--- config.mk ---
export PLATFORM = sky130hd
export DESIGN_NAME = bus_decoder
export DESIGN_NICKNAME = d
export VERILOG_FILES = /design/src/logic/bus_map_pkg.sv /design/src/logic/kbd_pkg.sv /design/src/logic/bus_decoder.sv
export SDC_FILE = /design/constraint.sdc
export NUM_CORES = 1
export LEC_CHECK = 0
export BUFFER_PORTS_ARGS = -buffer_cell sky130_fd_sc_hd__clkbuf_2
export CORE_AREA = 2 2 111 113
export DETAILED_ROUTE_END_ITERATION = 8
export DIE_AREA = 0 0 113 115
export GPL_TIMING_DRIVEN = 1
export PLACE_DENSITY = 0.53
export SLEW_MARGIN = 25
export SYNTH_ARGS = -nofsm -noshare
export SYNTH_HDL_FRONTEND = slang
export SYNTH_SLANG_ARGS = --single-unit
--- constraint.sdc ---
create_clock -name CLOCK_50 -period 1.9 [get_ports CLOCK_50]
set_input_delay 0.475 -clock CLOCK_50 [delete_from_list [all_inputs] [get_ports CLOCK_50]]
set_output_delay 0.475 -clock CLOCK_50 [all_outputs]
set_load 0.03 [all_outputs]
--- src/logic/bus_map_pkg.sv ---
package bus_map_pkg;

    // Bus widths
    localparam int BUS_ADDR_BITS = 64;
    localparam int BUS_DATA_BITS = 64;
    localparam int MEM_WORD_BITS = 32;
    localparam int IRQ_BITS      = 4;

    typedef logic [BUS_ADDR_BITS-1:0] bus_addr_t;
    typedef logic [BUS_DATA_BITS-1:0] bus_data_t;
    typedef logic [MEM_WORD_BITS-1:0] mem_word_t;
    typedef logic [IRQ_BITS-1:0]      irq_vec_t;

    // Shared word memory, ROM in the lower half
    localparam bus_addr_t ROM_BASE = 64'h0000_0000_0000_0000;
    localparam bus_addr_t ROM_SIZE = 64'h0000_0000_0000_0100;
    localparam bus_addr_t RAM_BASE = 64'h0000_0000_0000_0100;
    localparam bus_addr_t RAM_SIZE = 64'h0000_0000_0000_0100;

    localparam int MEM_WORDS      = 128;
    localparam int MEM_INDEX_BITS = $clog2(MEM_WORDS);

    // Single-address peripherals
    localparam bus_addr_t ART_BASE = 64'h0000_0000_0000_1000;
    localparam bus_addr_t KEY_BASE = 64'h0000_0000_0000_1008;

    // Vector raised by a key press
    localparam irq_vec_t KEY_IRQ_VECTOR = 4'd1;

endpackage

--- src/logic/kbd_pkg.sv ---
package kbd_pkg;

    typedef logic [7:0] ascii_t;
    typedef logic [7:0] scan_t;

    // Start, eight data bits, odd parity, stop
    localparam int FRAME_BITS = 11;

    // Set-2 prefix codes
    localparam scan_t BREAK_CODE = 8'hF0;
    localparam scan_t EXT_CODE   = 8'hE0;

    // CLOCK_50 cycles without a falling PS/2 clock before a partial frame is dropped
    localparam int IDLE_TIMEOUT = 2000;

endpackage

--- src/logic/bus_decoder.sv ---
`timescale 1ns/1ps

module bus_decoder (
    input  logic                                    CLOCK_50,
    input  logic                                    KEY0,
    input  bus_map_pkg::bus_addr_t                  bus_address,
    input  bus_map_pkg::bus_data_t                  bus_write_data,
    input  logic                                    bus_write_enable,
    input  logic                                    bus_read_enable,
    input  bus_map_pkg::mem_word_t                  mem_read_data,
    input  kbd_pkg::ascii_t                         key_value,
    output logic [bus_map_pkg::MEM_INDEX_BITS-1:0]  mem_index,
    output bus_map_pkg::mem_word_t                  mem_write_data,
    output logic                                    mem_write_enable,
    output bus_map_pkg::bus_data_t                  bus_read_data,
    output kbd_pkg::ascii_t                         uart_tx_data,
    output logic                                    uart_tx_valid
);
    import bus_map_pkg::*;

    logic rom_sel;
    logic ram_sel;
    logic art_sel;
    logic key_sel;
    logic rd_mem;
    logic rd_key;
    logic art_write;
    logic art_write_d;

    assign rom_sel = (bus_address >= ROM_BASE) && (bus_address < ROM_BASE + ROM_SIZE);
    assign ram_sel = (bus_address >= RAM_BASE) && (bus_address < RAM_BASE + RAM_SIZE);
    assign art_sel = (bus_address == ART_BASE);
    assign key_sel = (bus_address == KEY_BASE);

    // Byte address to word index, both regions share one array
    assign mem_index        = bus_address[MEM_INDEX_BITS+1:2];
    assign mem_write_data   = bus_write_data[MEM_WORD_BITS-1:0];
    assign mem_write_enable = bus_write_enable && ram_sel;

    // Select lines up with the one-cycle memory read
    always_ff @(posedge CLOCK_50 or negedge KEY0) begin
        if (!KEY0) begin
            rd_mem <= 1'b0;
            rd_key <= 1'b0;
        end else begin
            rd_mem <= bus_read_enable && (rom_sel || ram_sel);
            rd_key <= bus_read_enable && key_sel;
        end
    end

    always_comb begin
        if (rd_mem) begin
            bus_read_data = bus_data_t'(mem_read_data);
        end else if (rd_key) begin
            bus_read_data = bus_data_t'(key_value);
        end else begin
            bus_read_data = '0;
        end
    end

    // Console strobe on the rising edge of a write
    assign art_write = bus_write_enable && art_sel;

    always_ff @(posedge CLOCK_50 or negedge KEY0) begin
        if (!KEY0) begin
            art_write_d   <= 1'b0;
            uart_tx_valid <= 1'b0;
        end else begin
            art_write_d   <= art_write;
            uart_tx_valid <= art_write && !art_write_d;
        end
    end

    always_ff @(posedge CLOCK_50) begin
        if (art_write && !art_write_d) begin
            uart_tx_data <= bus_write_data[7:0];
        end
    end

    assert property (@(posedge CLOCK_50) disable iff (!KEY0) uart_tx_valid |=> !uart_tx_valid);

endmodule

### After elaboration in Yosys (flattened, before gate mapping)

Index checks and enable logic that the tools add are counted.

* muxes and demuxes: 2
* order comparisons: 4
* reductions and logical operators: 9
* equality and inequality tests: 2

Operator list (number)
* equality test 64 x 13 -> 1 bit (second input constant): 2
* >= comparator 64 x 1 -> 1 bit (second input constant): 1
* >= comparator 64 x 9 -> 1 bit (second input constant): 1
* less-than comparator 64 x 10 -> 1 bit (second input constant): 1
* less-than comparator 64 x 9 -> 1 bit (second input constant): 1
* 2-to-1 mux 64 bit: 1
* 2-to-1 mux 8 bit: 1
* logical AND 1 bit: 7
* zero test 1 bit: 1
* logical OR 1 bit: 1

* logic and storage cells: 22
* output and inout bits: 113
* input port bits: 172
* register bits after elaboration: 12

### Depth between registers and ports, before layout

Gate-level depths: netlist of run 1.

* word-level depth: 4
* gate-level depth with buffers: 4
* gate-level depth less buffers: 4

### Worst setup path before layout of run 1

No wires, ideal clock.

* kind: input port to output port
* start point: input bus_address[25]
* end point: output mem_write_enable
* required time: 1.425 ns
* setup slack: -0.800 ns
* stages: 4
* arrival: 2.225 ns
* path buffers: 0
* cell sequence: nor4_1 -> nand4_1 -> or3_4 -> nor4_1

* longest elaborated chain between the ends: 3
* elaborated cells on any way between the ends: 4
* those cells by class: 2 x order compare; 2 x reduce/logical

Ends and longest elaborated chain
* from (decl): line bus_decoder.sv:6 `input bus_map_pkg::bus_addr_t bus_address,`
* >= comparator 64 x 9 -> 1 bit or less-than comparator 64 x 10 -> 1 bit (tied branches): line bus_decoder.sv:31 `assign ram_sel = (bus_address >= RAM_BASE) && (bus_address < RAM_BASE + RAM_SIZE);`
* logical AND 1 bit *: line bus_decoder.sv:31
* logical AND 1 bit *: line bus_decoder.sv:38 `assign mem_write_enable = bus_write_enable && ram_sel;`
* to (decl): line bus_decoder.sv:14 `output logic mem_write_enable,`

Every way passes the cells marked *; elsewhere a longest branch is shown, timed or not.

### Worst setup path in the final report of run 1

* start point: input bus_address[20]
* end point: output mem_write_enable

Same word-level chain as after synthesis.

==> results by stage, run 1 <==
Clocking:
- The clock passes through at most 2 buffers.
- The latest clock arrival within the worst-skew pair is 0.24 ns.
- The H-tree level count is 1.
- The TritonCTS buffer count is 3.
- The buffer type at the clock tree root is sky130_fd_sc_hd__clkbuf_16.
- Clock tree synthesis found a total of 12 sinks.
- The clock slew seen by the registers of the worst setup and hold paths is 0.05 ns.
- The CTS tree is built.

Placed design:
- The post-detailed-placement half-perimeter wirelength is 4060 microns.
- The number of placed instances, taps included, is 436.
- Port buffering added 172 buffers.
- At the placement stage, the worst setup path has a slack of -0.595 ns.
- Routability-driven placement finished with a final weighted congestion of 0.678.

Detailed routing:
- The vias per cell is 3.38.
- Across all layers, the routed design uses 1,502 vias.
- The count of TritonRoute iterations in the first routing pass is 6.
- The DRC violation count after routing is 17.
- The post-detailed-route wirelength per cell is 10.4 microns.
- The number of nets still failing antenna checks after routing is 0.
- After the first detailed-routing iteration, the DRC count stood at 27.
- The sum of routed wire length over all layers is around 4600 microns.

Critical path:
- Setup slack on the worst reg-to-reg path comes out at between 0.3 and 0.4 ns.
- The worst path arrival time is 1.73 ns.
- Measured in cells, the most critical reg-to-reg path has a length of 4.
- STA classifies the critical path endpoint as an output pin.
- Along the worst path, the maximum fanout reaches 2.
- The critical path ends at mem_write_enable.
- The endpoint of the most critical register-to-register path is uart_tx_data[2]$_DFFE_PP_.
- The start point of the critical path is bus_address[20].
- The data required time of the worst path is 1.42 ns.
- The worst setup path is of the input pin to output pin kind.
- The startpoint type of the worst setup path is an input pin.
- The startpoint identified for the worst register-to-register timing path is art_write_d$_DFF_PN0_.

Global routing:
- Entering global routing, the biggest net connects 34 pins.
- For this run the aggregate overflow at the end of global routing stands at 0.
- The number of global-route vias before repair is 1,379.
- The first global-routing pass estimated 6150 microns of wire.
- The number of antenna violations at the first check in global routing is 0.
- Global routing consumed, over all layers together, about 6.1% of the routing resources.

Status:
- The run finished, with violations left.
- The checks that failed: DRC, setup timing.

Final layout:
- The area added between synthesis and finish is 72.3%.
- The number of inserted diodes is 0.
- The count of cells in the finished layout, fillers not included, comes to 444.
- Of the cells placed in the final design, the portion with a size suffix greater than 1 is ~67%.
- The net count reported at finish is 470.

Floorplanning:
- The effective utilization at floorplan is 11.2%.
- The floorplan step set the die width to 113 microns.
- After floorplanning, the core was divided into 40 placement rows.
- The number of primary I/O pins is 285.
- In this run the standard cell core region covers 11,800 sq um.
- The die covers 13,000 sq um.
- Measured along the y axis, the die boundary spans 115 microns.

Yosys:
- The number of synthesized register bits is 12.
- The number of standard cells after synthesis is ~160.
- The sequential area share after synthesis is 25.7%.
- The area share of the leading cell type in the synthesized netlist is 40.2%.
- The distinct cell type count after synthesis is 20.
- The average instance in the mapped netlist occupies 8.55 sq um.
- The top cell type by total area after synthesis is sky130_fd_sc_hd__buf_4.
- The area of the mapped netlist is between 1000 and 1500 sq um.
- The total of warnings raised by yosys is 0.
- Ranked by total cell area, the synthesized netlist is headed by sky130_fd_sc_hd__buf_4, sky130_fd_sc_hd__edfxtp_1, sky130_fd_sc_hd__and2_1.

Timing:
- The worst path uses 116% of the clock period.
- The final period demand of the worst path is 2.20 ns.
- The number of max-slew violations in the final report is 0.
- The top achievable clock speed is ~450 MHz.
- The number of hold violations in the final report is 0.
- Setup repair after global routing could not meet its margin everywhere.
- Hold is met by 0.0378 ns.
- The number of setup violations in the final report is 10.
- The worst path setup slack after routing is -0.304 ns.
- The worst clock skew is between 0.006 and 0.007 ns.

Power and ir drop:
- For this design the total switching power over the nets is 0.306 mW.
- The internal power contribution is 0.668 mW.
- The switching fraction of total power is a little under a third.
- The clock network is responsible for approximately 41% of the overall power.
- The share of total power dissipated in combinational logic is a little under a third.
- In this run, flip-flops and latches consume 28.8% of the power.
- In this run the power density over the cells is around 430 nW/um^2.
- The leakage power total is 1.23 nW.
- The worst-case vdd ir drop is 0.000181 V.
- Summing internal, switching and leakage power gives 0.974 mW.

Min path:
- In this run the worst hold path is classified as input pin to asynchronous set/reset pin.

Run:
- The number of maximum-capacitance constraint violations is 0.
## synthesized netlist by cell type
master	n
sky130_fd_sc_hd__nor2_1	1
sky130_fd_sc_hd__or3_4	1
sky130_fd_sc_hd__buf_4	71
sky130_fd_sc_hd__o21ai_0	1
sky130_fd_sc_hd__edfxtp_1	8
sky130_fd_sc_hd__nor2b_1	1
sky130_fd_sc_hd__inv_1	1
sky130_fd_sc_hd__nor4_2	1
sky130_fd_sc_hd__nor4_1	18
sky130_fd_sc_hd__or3b_2	1
sky130_fd_sc_hd__nand4_1	3
sky130_fd_sc_hd__and2_1	24
sky130_fd_sc_hd__dfrtp_1	4
sky130_fd_sc_hd__nand4b_1	1
sky130_fd_sc_hd__a22o_1	7
sky130_fd_sc_hd__nor3_1	1
sky130_fd_sc_hd__clkbuf_1	4
sky130_fd_sc_hd__conb_1	1
sky130_fd_sc_hd__nand2_1	5
sky130_fd_sc_hd__nand2b_1	1
## power by group through the flow
stage                     registers (mW)  logic (mW)  clock network [mW]
after floorplan                    0.285       0.300                   0
final                              0.280       0.298               0.396
after global placement             0.285       0.280                   0
after CTS                          0.280       0.289               0.410
after detailed placement           0.285       0.284                   0
after global routing               0.280       0.321               0.427
## area by class of cell
cell class              instances  area [sq um]
clock buffers                   3          75.1
inverters                       1          3.75
fillers                      1291          9530
well taps                     147           184
flip-flops and latches         12           340
multi-input cells              98           672
clock inverters                 1          3.75
repair buffers                182          1000
## kinds of logic after synthesis
family | count (synthesis) | synth area share [%]
buffers and inverters | 76 | 41.6
and+or+nand+nor | 58 | 27.4
AOI/OAI and AO/OA | 8 | 5.00
other | 1 | 0.283
DFF | 12 | 25.7
## through the flow
stage	area [sq um]	setup TNS [ns]	utilization [%]
3_5_place_dp	2050	-4.97	17.4
4_1_cts	2160	-0.794	18.3
6_report	2280	-2.02	19.3
2_1_floorplan	1500	-0.856	-
3_3_place_gp	2050	-4.31	17.4
5_1_grt	2280	-2.76	19.3
## critical path: stages
cell,delay (ns)
sky130_fd_sc_hd__buf_6,0.09
sky130_fd_sc_hd__nor4_4,0.25
sky130_fd_sc_hd__nand4_1,0.14
sky130_fd_sc_hd__or3_4,0.41
sky130_fd_sc_hd__nor4_4,0.16
sky130_fd_sc_hd__clkbuf_8,0.20
## how the worst min path moves through the flow
stage	start	to	slack [ns]	cells after the start
floorplan	KEY0	art_write_d$_DFF_PN0_	0.18	0
global placement	KEY0	uart_tx_valid$_DFF_PN0_	0.30	1
detailed placement	KEY0	uart_tx_valid$_DFF_PN0_	0.30	1
CTS	KEY0	uart_tx_valid$_DFF_PN0_	0.04	1
global route	KEY0	uart_tx_valid$_DFF_PN0_	0.05	1
finish	KEY0	uart_tx_valid$_DFF_PN0_	0.04	1
## placed cells by master, fill, tap and decap left out
master                      netlist  layout
sky130_fd_sc_hd__nand2b_1         1       1
sky130_fd_sc_hd__conb_1           1      32
sky130_fd_sc_hd__clkbuf_8         0       1
sky130_fd_sc_hd__nor2_1           1       1
sky130_fd_sc_hd__buf_4           71       5
sky130_fd_sc_hd__nand2_1          5       5
sky130_fd_sc_hd__inv_1            1       1
sky130_fd_sc_hd__nor4_1          18       8
sky130_fd_sc_hd__o21ai_0          1       1
sky130_fd_sc_hd__nand4b_1         1       1
sky130_fd_sc_hd__nor2b_4          0       1
sky130_fd_sc_hd__or3b_2           1       1
sky130_fd_sc_hd__buf_12           0       1
sky130_fd_sc_hd__and2_1          24      24
sky130_fd_sc_hd__or3_4            1       1
sky130_fd_sc_hd__clkbuf_16        0       4
sky130_fd_sc_hd__a22o_1           7       7
sky130_fd_sc_hd__buf_6            0       6
sky130_fd_sc_hd__nor4_4           0       6
sky130_fd_sc_hd__edfxtp_1         8       8
sky130_fd_sc_hd__nand4_1          3       3
sky130_fd_sc_hd__nor3_1           1       1
sky130_fd_sc_hd__dfrtp_1          4       4
sky130_fd_sc_hd__clkbuf_2         0     168
sky130_fd_sc_hd__clkinv_1         0       1
sky130_fd_sc_hd__nor4_2           1       5
## per-layer routing
metal / vias to the layer above / part of all wire, % / track usage (%)
met1: 637 / 33 / 6.35
met2: 144 / 53 / 12.5
li1: 716 / - / -
met5: - / 0 / 0
met3: 5 / 12 / 0.738
met4: 0 / 1.2 / 2.03
## what timing repair did
action,in CTS,in global routing
hold buffers,0,0
gates cloned,0,1
pin swaps,5,5
endpoints found under the setup margin,17,15
resized for setup,6,14
setup buffers,0,3
## state kept, by name, indices dropped and copies added, names as in the netlist
name           count
rd_key             1
rd_mem             1
art_write_d        1
uart_tx_data       8
uart_tx_valid      1
(Power assumes the default switching activity.)
==> inputs of run 2 (changes only) <==
- PLACE_DENSITY: 0.53 -> default
- PLACE_DENSITY_LB_ADDON: default -> 0.3
==> run 2 against run 1 <==
The flow still finishes with violations (DRC, setup timing). Setup slack got worse by 0.013 ns. Largest power group unchanged. Count of clock-buffer cells in the layout did not move. Sequential power barely moved.
==> results by stage, run 2 (synthesis results as in run 1) <==
Final layout:
- The flip-flop count of the largest register, all copies and words added is 8 (unchanged).
- The fraction of final layout cells sized beyond drive strength 1 is 67.0% (unchanged).
- The area added between synthesis and finish is 70.5%.
- The design area was 2260 sq um (-1.0%).
- The library cells used most frequently in the layout, excluding fill and tap cells, are sky130_fd_sc_hd__clkbuf_2, sky130_fd_sc_hd__conb_1, sky130_fd_sc_hd__and2_1, sky130_fd_sc_hd__nor4_1, sky130_fd_sc_hd__edfxtp_1.
- The net count reported at finish is 470 (unchanged).
- The number of inserted diodes was 0 (unchanged).
- uart_tx_data holds more flip-flops than any other register.
- The final standard cell utilization of the core is 19.1% (-0.20 points).
- The most frequent standard cell in the layout excluding fill and tap cells is sky130_fd_sc_hd__clkbuf_2.
- The number of filler cells placed in the layout was 1,301 (+0.77%).

Global routing:
- The first-pass GRT wire length is 6040 microns (-1.8%).
- The global routing usage summed across all routing layers is 5.99% (-0.10 points).
- The total congestion overflow was 0 (unchanged).
- The number of global-route vias before repair is 1,272 (-7.8%).
- The number of antenna violations at the first check in global routing is 0 (unchanged).
- The maximum number of pins on one net before global-route repair was 34 (unchanged).

Clocking:
- The buffer type at the clock tree root is sky130_fd_sc_hd__clkbuf_16.
- The clock sink count was 12 (unchanged).
- The maximum number of buffers from clock root to sink was 2 (unchanged).
- The latest clock arrival within the worst-skew pair was 0.24 ns (about the same).
- The H-tree level count is 1 (unchanged).
- The TritonCTS buffer count is 3 (unchanged).
- The clock slew seen by the registers of the worst setup and hold paths is 0.04 ns (about the same).
- TritonCTS built the clock tree.

Detailed routing:
- The count of TritonRoute iterations in the first routing pass is 5 (-1).
- The DRC violation count after routing is 17 (unchanged).
- The routed length on met3 is 557 microns (-3.5%).
- The wire length on met1 is 1510 microns (-3.1%).
- The met2 routed wirelength is 2470 microns (+0.61%).
- The post-detailed-route wirelength per cell is 10.3 microns (-1.4%).
- The initial detailed-routing violation count came to 33 (+22%).
- The via count of the routed design is 1,498 (-0.27%).
- The vias per cell is 3.37 (-0.27%).
- The top layer reached by signal wires is met4.
- The number of nets still failing antenna checks after routing came to 0 (unchanged).
- The sum of routed wire length over all layers is 4580 microns (-1.4%).

Timing:
- Setup repair after global routing could not meet its margin everywhere.
- The number of hold violations in the final report is 0 (unchanged).
- The final period demand of the worst path is 2.22 ns (+0.0135 ns).
- The worst path setup slack after routing came to -0.318 ns (-0.0135 ns).
- The final cycle utilization of the critical path came to 117% (+0.71 points).
- The setup TNS after final layout is -2.02 ns (-0.000690 ns).
- The number of max-slew violations in the final report is 0 (unchanged).
- The top achievable clock speed is 451 MHz (-0.61%).
- The worst hold slack is 0.0371 ns (-0.000660 ns).
- The worst clock skew was 0.00287 ns (-0.00355 ns).
- The number of setup violations in the final report came to 10 (unchanged).

Placed design:
- The setup slack after placement is -0.487 ns (+0.107 ns).
- The standard cell area after detailed placement is 2060 sq um (+0.37%).
- The count of buffers from port buffering is 172 (unchanged).
- The post-detailed-placement half-perimeter wirelength came to 4150 microns (+2.2%).
- The last weighted congestion value of the routability-driven placer came to 0.708 (+4.4%).

Critical path:
- The startpoint of the lowest-slack register-to-register path is art_write_d$_DFF_PN0_.
- The worst path arrival time is 1.74 ns (about the same).
- The startpoint type of the worst setup path is an input pin.
- The maximum fanout count along the critical path is 2 (unchanged).
- The worst setup path is captured at an output pin.
- The start point of the critical path is bus_address[16].
- The critical path is of the input pin to output pin type.
- The data required time of the worst path was 1.42 ns (about the same).

Floorplanning:
- The area of the die is 13,000 sq um (unchanged).
- The effective utilization at floorplan was 11.2% (unchanged).
- The number of primary I/O pins came to 285 (unchanged).
- The number of cell rows is 40 (unchanged).
- The area of the core is 11,800 sq um (unchanged).
- The die boundary height is 115 microns (unchanged).
- The x dimension of the die came to 113 microns (unchanged).

Power and ir drop:
- The leakage power total came to 1.22 nW (-0.38%).
- The proportion of power drawn by flip-flops and latches is 29.4% (+0.6 points).
- The power per cell area is 422 nW/um^2 (-1.0%).
- The clock network fraction of design power is 40.1% (-0.5 points).
- The switching fraction of total power came to 30.3% (-1.1 points).
- The worst-case vdd ir drop is 0.000163 V (-10%).
- The total net switching power is 0.289 mW (-5.5%).
- The internal power contribution is 0.665 mW (-0.45%).
- The combinational group share of total power came to 30.5% (about the same).

Status:
- The checks that failed: DRC, setup timing.
- The flow ran to the end, but the final reports show violations.

Min path:
- The worst min-delay path category is input pin to asynchronous set/reset pin.

Run:
- The number of maximum-capacitance constraint violations is 0 (unchanged).
==> run 2: cell count changes in the layout (fill, tap and decap cells not counted) <==
cell,previous run,this run
sky130_fd_sc_hd__nor4_2,5,7
sky130_fd_sc_hd__nor4_4,6,4
sky130_fd_sc_hd__buf_6,6,5
sky130_fd_sc_hd__clkbuf_2,168,169
==> run 2: area by class of cell <==
type                    instances  area, sq um  share of cell area, %
clock buffers                   3         75.1                   3.32
flip-flops and latches         12          340                   15.1
repair buffers                182          998                   44.2
inverters                       1         3.75                  0.166
well taps                     147          184                   8.14
clock inverters                 1         3.75                  0.166
multi-input cells              98          654                   29.0
==> run 2: critical path: stages <==
cell and delay, ns:
sky130_fd_sc_hd__clkbuf_2 0.09, sky130_fd_sc_hd__nor4_2 0.25, sky130_fd_sc_hd__nand4_1 0.14, sky130_fd_sc_hd__or3_4 0.41
sky130_fd_sc_hd__nor4_4 0.17, sky130_fd_sc_hd__clkbuf_8 0.21
==> run 2: layer usage <==
| layer | track usage [%] | up-vias |
|---|---|---|
| li1 | - | 715 |
| met1 | 5.84 | 642 |
| met2 | 12.6 | 137 |
| met3 | 0.949 | 4 |
| met4 | 1.95 | 0 |
| met5 | 0 | - |
==> run 2: what timing repair did <==
item                                    4_1_cts  5_1_grt
setup buffers                                 0        2
cloned                                        0        1
pin swaps                                     1        2
hold buffers                                  0        0
resized for setup                             3       12
endpoints found under the setup margin       16       17
==> run 2: path summary, 6_finish.rpt <==
check	end	slack [ns]	depth (start not counted)
max	mem_write_enable	-0.32	6
min	rd_key$_DFF_PN0_	0.04	1
max reg2reg	uart_tx_data[7]$_DFFE_PP_	0.33	4
min reg2reg	uart_tx_valid$_DFF_PN0_	0.94	5
max in group asynchronous	uart_tx_valid$_DFF_PN0_	1.74	1
min in group CLOCK_50	uart_tx_data[7]$_DFFE_PP_	0.43	1
==> run 2: power groups by stage <==
stage | Clock [mW] | Sequential [mW] | Combinational, mW
finish | 0.383 | 0.280 | 0.291
floorplan | 0 | 0.285 | 0.300
global placement | 0 | 0.285 | 0.280
CTS | 0.396 | 0.280 | 0.283
global route | 0.412 | 0.280 | 0.312
detailed placement | 0 | 0.285 | 0.282
==> run 2: stage by stage <==
step                std cells  power (mW)
global route              444        1.00
global placement          437       0.565
floorplan                 186       0.584
detailed placement        437       0.567
CTS                       441       0.959
finish                    444       0.954
==> inputs of run 3 (changes only) <==
- ABC_AREA: default -> 1
- CORE_AREA: 2 2 111 113 -> 2 2 110 112
- DIE_AREA: 0 0 113 115 -> 0 0 112 114
==> run 3 against run 2 <==
The run now ends clean. Clock skew fell by 0.0022 ns. Maximum frequency rose by 24%. Total power rose by 4.6%. Global-route usage fell by 0.40 points. Routed wire length fell by 10%. Highest routed layer unchanged.
==> results by stage, run 3 <==
Timing:
- The worst clock skew was 0.000701 ns (-0.00216 ns).
- The final period demand of the worst path is 1.78 ns (-0.433 ns).
- The top achievable clock speed is 561 MHz (+24%).
- Setup repair after global routing left no endpoint under its margin.
- The number of hold violations in the final report came to 0 (unchanged).
- The number of setup violations in the final report is 0 (-10).
- The setup TNS after final layout is 0 ns (+2.02 ns).
- The number of max-slew violations in the final report is 0 (unchanged).
- The worst path setup slack after routing is 0.116 ns (+0.433 ns).
- The final cycle utilization of the critical path is 93.9% (-23 points).

Yosys:
- The number of standard cells after synthesis came to 241 (+55%).
- The share of cell area taken by muxes after synthesis was 0% (unchanged).
- The simple-gate area share of the yosys netlist is 32.7% (+5.3 points).
- The compound-gate portion of the synthesized area was 0% (-5.0 points).
- The most frequent cell after synthesis is sky130_fd_sc_hd__buf_4.
- By count the netlist is led by sky130_fd_sc_hd__buf_4, sky130_fd_sc_hd__nand2_1, sky130_fd_sc_hd__nor2_1.
- By area the synthesized netlist is led by sky130_fd_sc_hd__buf_4, sky130_fd_sc_hd__edfxtp_1, sky130_fd_sc_hd__nand2_1.
- The number of synthesized register bits is 12 (unchanged).
- The count of flip-flops with a built-in enable after synthesis is 8 (unchanged).
- The distinct cell type count after synthesis came to 16 (-20%).
- The adder and majority cell fraction of the synthesized area is 0% (unchanged).
- The proportion of synthesized flip-flops having asynchronous set or reset is 33.3% (unchanged).
- The total of warnings raised by yosys is 0 (unchanged).
- The main combinational cell family by area after synthesis is buffers and inverters.
- The mean instance size in the synthesized netlist was 6.31 sq um (-26%).
- The area share of the leading cell type in the synthesized netlist is 35.1% (-5.2 points).
- The area of the mapped netlist is 1520 sq um (+15%).
- The top cell type by total area after synthesis is sky130_fd_sc_hd__buf_4.
- Among all flip-flop cells after synthesis, the most frequent one is sky130_fd_sc_hd__edfxtp_1.
- The xor/xnor share of the synthesized area was 0% (unchanged).
- The sequential area share after synthesis is 22.4% (-3.3 points).

Detailed routing:
- The sum of routed wire length over all layers was 4120 microns (-10%).
- The count of TritonRoute iterations in the first routing pass came to 4 (-1).
- The via count of the routed design is 1,663 (+11%).
- The DRC violation count after routing is 0 (-17).
- The initial detailed-routing violation count is 14 (-58%).
- The vias per cell is 3.17 (-5.9%).
- The post-detailed-route wirelength per cell is 7.86 microns (-24%).
- The number of nets still failing antenna checks after routing is 0 (unchanged).

Final layout:
- The net count reported at finish is 550 (+17%).
- The largest register by flop count is uart_tx_data.
- The footprint of the multi-input gates is 637 sq um (-2.7%).
- The sequential cell area was 340 sq um (unchanged).
- The area added between synthesis and finish is 50.7%.
- The flip-flop count of the largest register, all copies and words added is 8 (unchanged).
- Leaving out fill and tap cells, the most frequent cells in the layout are sky130_fd_sc_hd__clkbuf_2, sky130_fd_sc_hd__nand2_1, sky130_fd_sc_hd__inv_1, sky130_fd_sc_hd__nor2_1, sky130_fd_sc_hd__conb_1.
- The fraction of final layout cells sized beyond drive strength 1 is 52.3% (-15 points).
- Leaving out fill and tap cells, the most frequent cell in the layout is sky130_fd_sc_hd__clkbuf_2.
- The number of filler cells placed in the layout is 1,333 (+2.5%).
- The number of inserted diodes is 0 (unchanged).

Clocking:
- The quantity of hold-fixing buffers added after cts is 0 (unchanged).
- The clock slew seen by the registers of the worst setup and hold paths is 0.05 ns (about the same).
- The TritonCTS buffer count is 3 (unchanged).
- The latest clock arrival within the worst-skew pair is 0.24 ns (about the same).
- The H-tree level count is 1 (unchanged).
- TritonCTS built the clock tree.
- The maximum number of buffers from clock root to sink was 2 (unchanged).
- The clock sink count is 12 (unchanged).
- The root buffer cell chosen for the clock tree is sky130_fd_sc_hd__clkbuf_16.

Run:
- The number of maximum-capacitance constraint violations came to 0 (unchanged).

Critical path:
- The data required time of the worst path is 1.42 ns (about the same).
- The critical path class is input pin to output pin.
- The maximum fanout count along the critical path is 2 (unchanged).
- The worst path arrival time came to 1.31 ns (-0.43 ns).
- The worst setup path is captured at an output pin.
- The number of cell instances on the worst register-to-register path is 2 (-2).
- STA classifies the critical path startpoint as an input pin.

Global routing:
- The number of global-route vias before repair was 1,379 (+8.4%).
- The number of antenna violations at the first check in global routing is 0 (unchanged).
- The maximum number of pins on one net before global-route repair is 33 (-2.9%).
- The first-pass GRT wire length is 5790 microns (-4.2%).
- The total congestion overflow came to 0 (unchanged).
- The global routing usage summed across all routing layers is 5.59% (-0.40 points).

Floorplanning:
- The x dimension of the die is 112 microns (-0.88%).
- The number of primary I/O pins is 285 (unchanged).
- The area of the core is 11,700 sq um (-0.85%).
- The die boundary height is 114 microns (-0.87%).
- The number of cell rows is 40 (unchanged).
- The area of the die is 12,800 sq um (-1.7%).
- The effective utilization at floorplan was 13.0% (+1.8 points).

Power and ir drop:
- The leakage power total was 1.49 nW (+22%).
- The worst-case vdd ir drop is 0.000231 V (+42%).
- The total power draw came to 0.998 mW (+4.6%).
- The power per cell area is 435 nW/um^2 (+3.1%).

Min path:
- The worst min-delay path category is input pin to asynchronous set/reset pin.

Placed design:
- The count of buffers from port buffering is 172 (unchanged).
- The last weighted congestion value of the routability-driven placer came to 0.733 (+3.5%).
- The setup slack after placement is -0.00993 ns (+0.477 ns).
- The post-detailed-placement half-perimeter wirelength came to 3780 microns (-9.1%).

Status:
- The run finished with clean final reports.
run 3: cell type report:
class	count	area share (%)
Clock buffer	4	3.88
Sequential cell	12	14.9
Timing Repair Buffer	177	40.0
Inverter	33	5.41
Multi-Input combinational cell	151	27.8
Tap cell	147	8.03
run 3: per-layer routing:
| metal | up-vias | part of all wire, % | global-route usage, % |
|---|---|---|---|
| met3 | 2 | 12 | 1.43 |
| met2 | 123 | 52 | 10.5 |
| met1 | 660 | 35 | 6.02 |
| li1 | 878 | - | - |
| met5 | - | 0 | 0 |
| met4 | 0 | 0.83 | 2.03 |
run 3: logic make-up after synthesis:
group,Yosys count
simple gates,119
other cells,1
flops,12
buf+inv,109
run 3: repair_timing:
action | in CTS | in global routing
setup endpoints to repair | 1 | 1
pin swaps | 0 | 3
resized for setup | 1 | 10
buffers inserted | 0 | 0
run 3: path summary, 6_finish.rpt:
kind                                       start  slack, ns                   endpoint
setup reg to reg           art_write_d$_DFF_PN0_       0.96  uart_tx_data[6]$_DFFE_PP_
hold / removal                              KEY0       0.04           rd_mem$_DFF_PN0_
max in group asynchronous                   KEY0       1.73    uart_tx_valid$_DFF_PN0_
setup / recovery                 bus_address[37]       0.12           mem_write_enable
hold reg to reg            art_write_d$_DFF_PN0_       0.56    uart_tx_valid$_DFF_PN0_
min in group CLOCK_50          bus_write_data[1]       0.43  uart_tx_data[1]$_DFFE_PP_
run 3: power breakdown:
group	internal [mW]	switching, mW	total, mW
combinational	0.105	0.177	0.282
sequential	0.280	0.000000000000000000610	0.280
clock	0.318	0.117	0.436
run 3: through the flow:
step                      utilization (%)  instances  instance area (sq um)  hold slack, ns
after floorplan                         -        272                   1640           0.179
after global placement               18.6        520                   2180           0.291
after detailed placement             18.6        520                   2180           0.296
after CTS                            19.4        524                   2270          0.0363
after global routing                 19.6        524                   2290          0.0361
final                                19.6        524                   2290          0.0406
run 3: worst max-delay path, stage by stage:
cell	delay [ns]
sky130_fd_sc_hd__clkbuf_2	0.08
sky130_fd_sc_hd__nor2_1	0.09
sky130_fd_sc_hd__nand2_1	0.07
sky130_fd_sc_hd__nor2_2	0.11
sky130_fd_sc_hd__nand2_2	0.07
sky130_fd_sc_hd__nor2_4	0.12
sky130_fd_sc_hd__nand2_2	0.06
sky130_fd_sc_hd__nor2_2	0.09
sky130_fd_sc_hd__buf_6	0.14
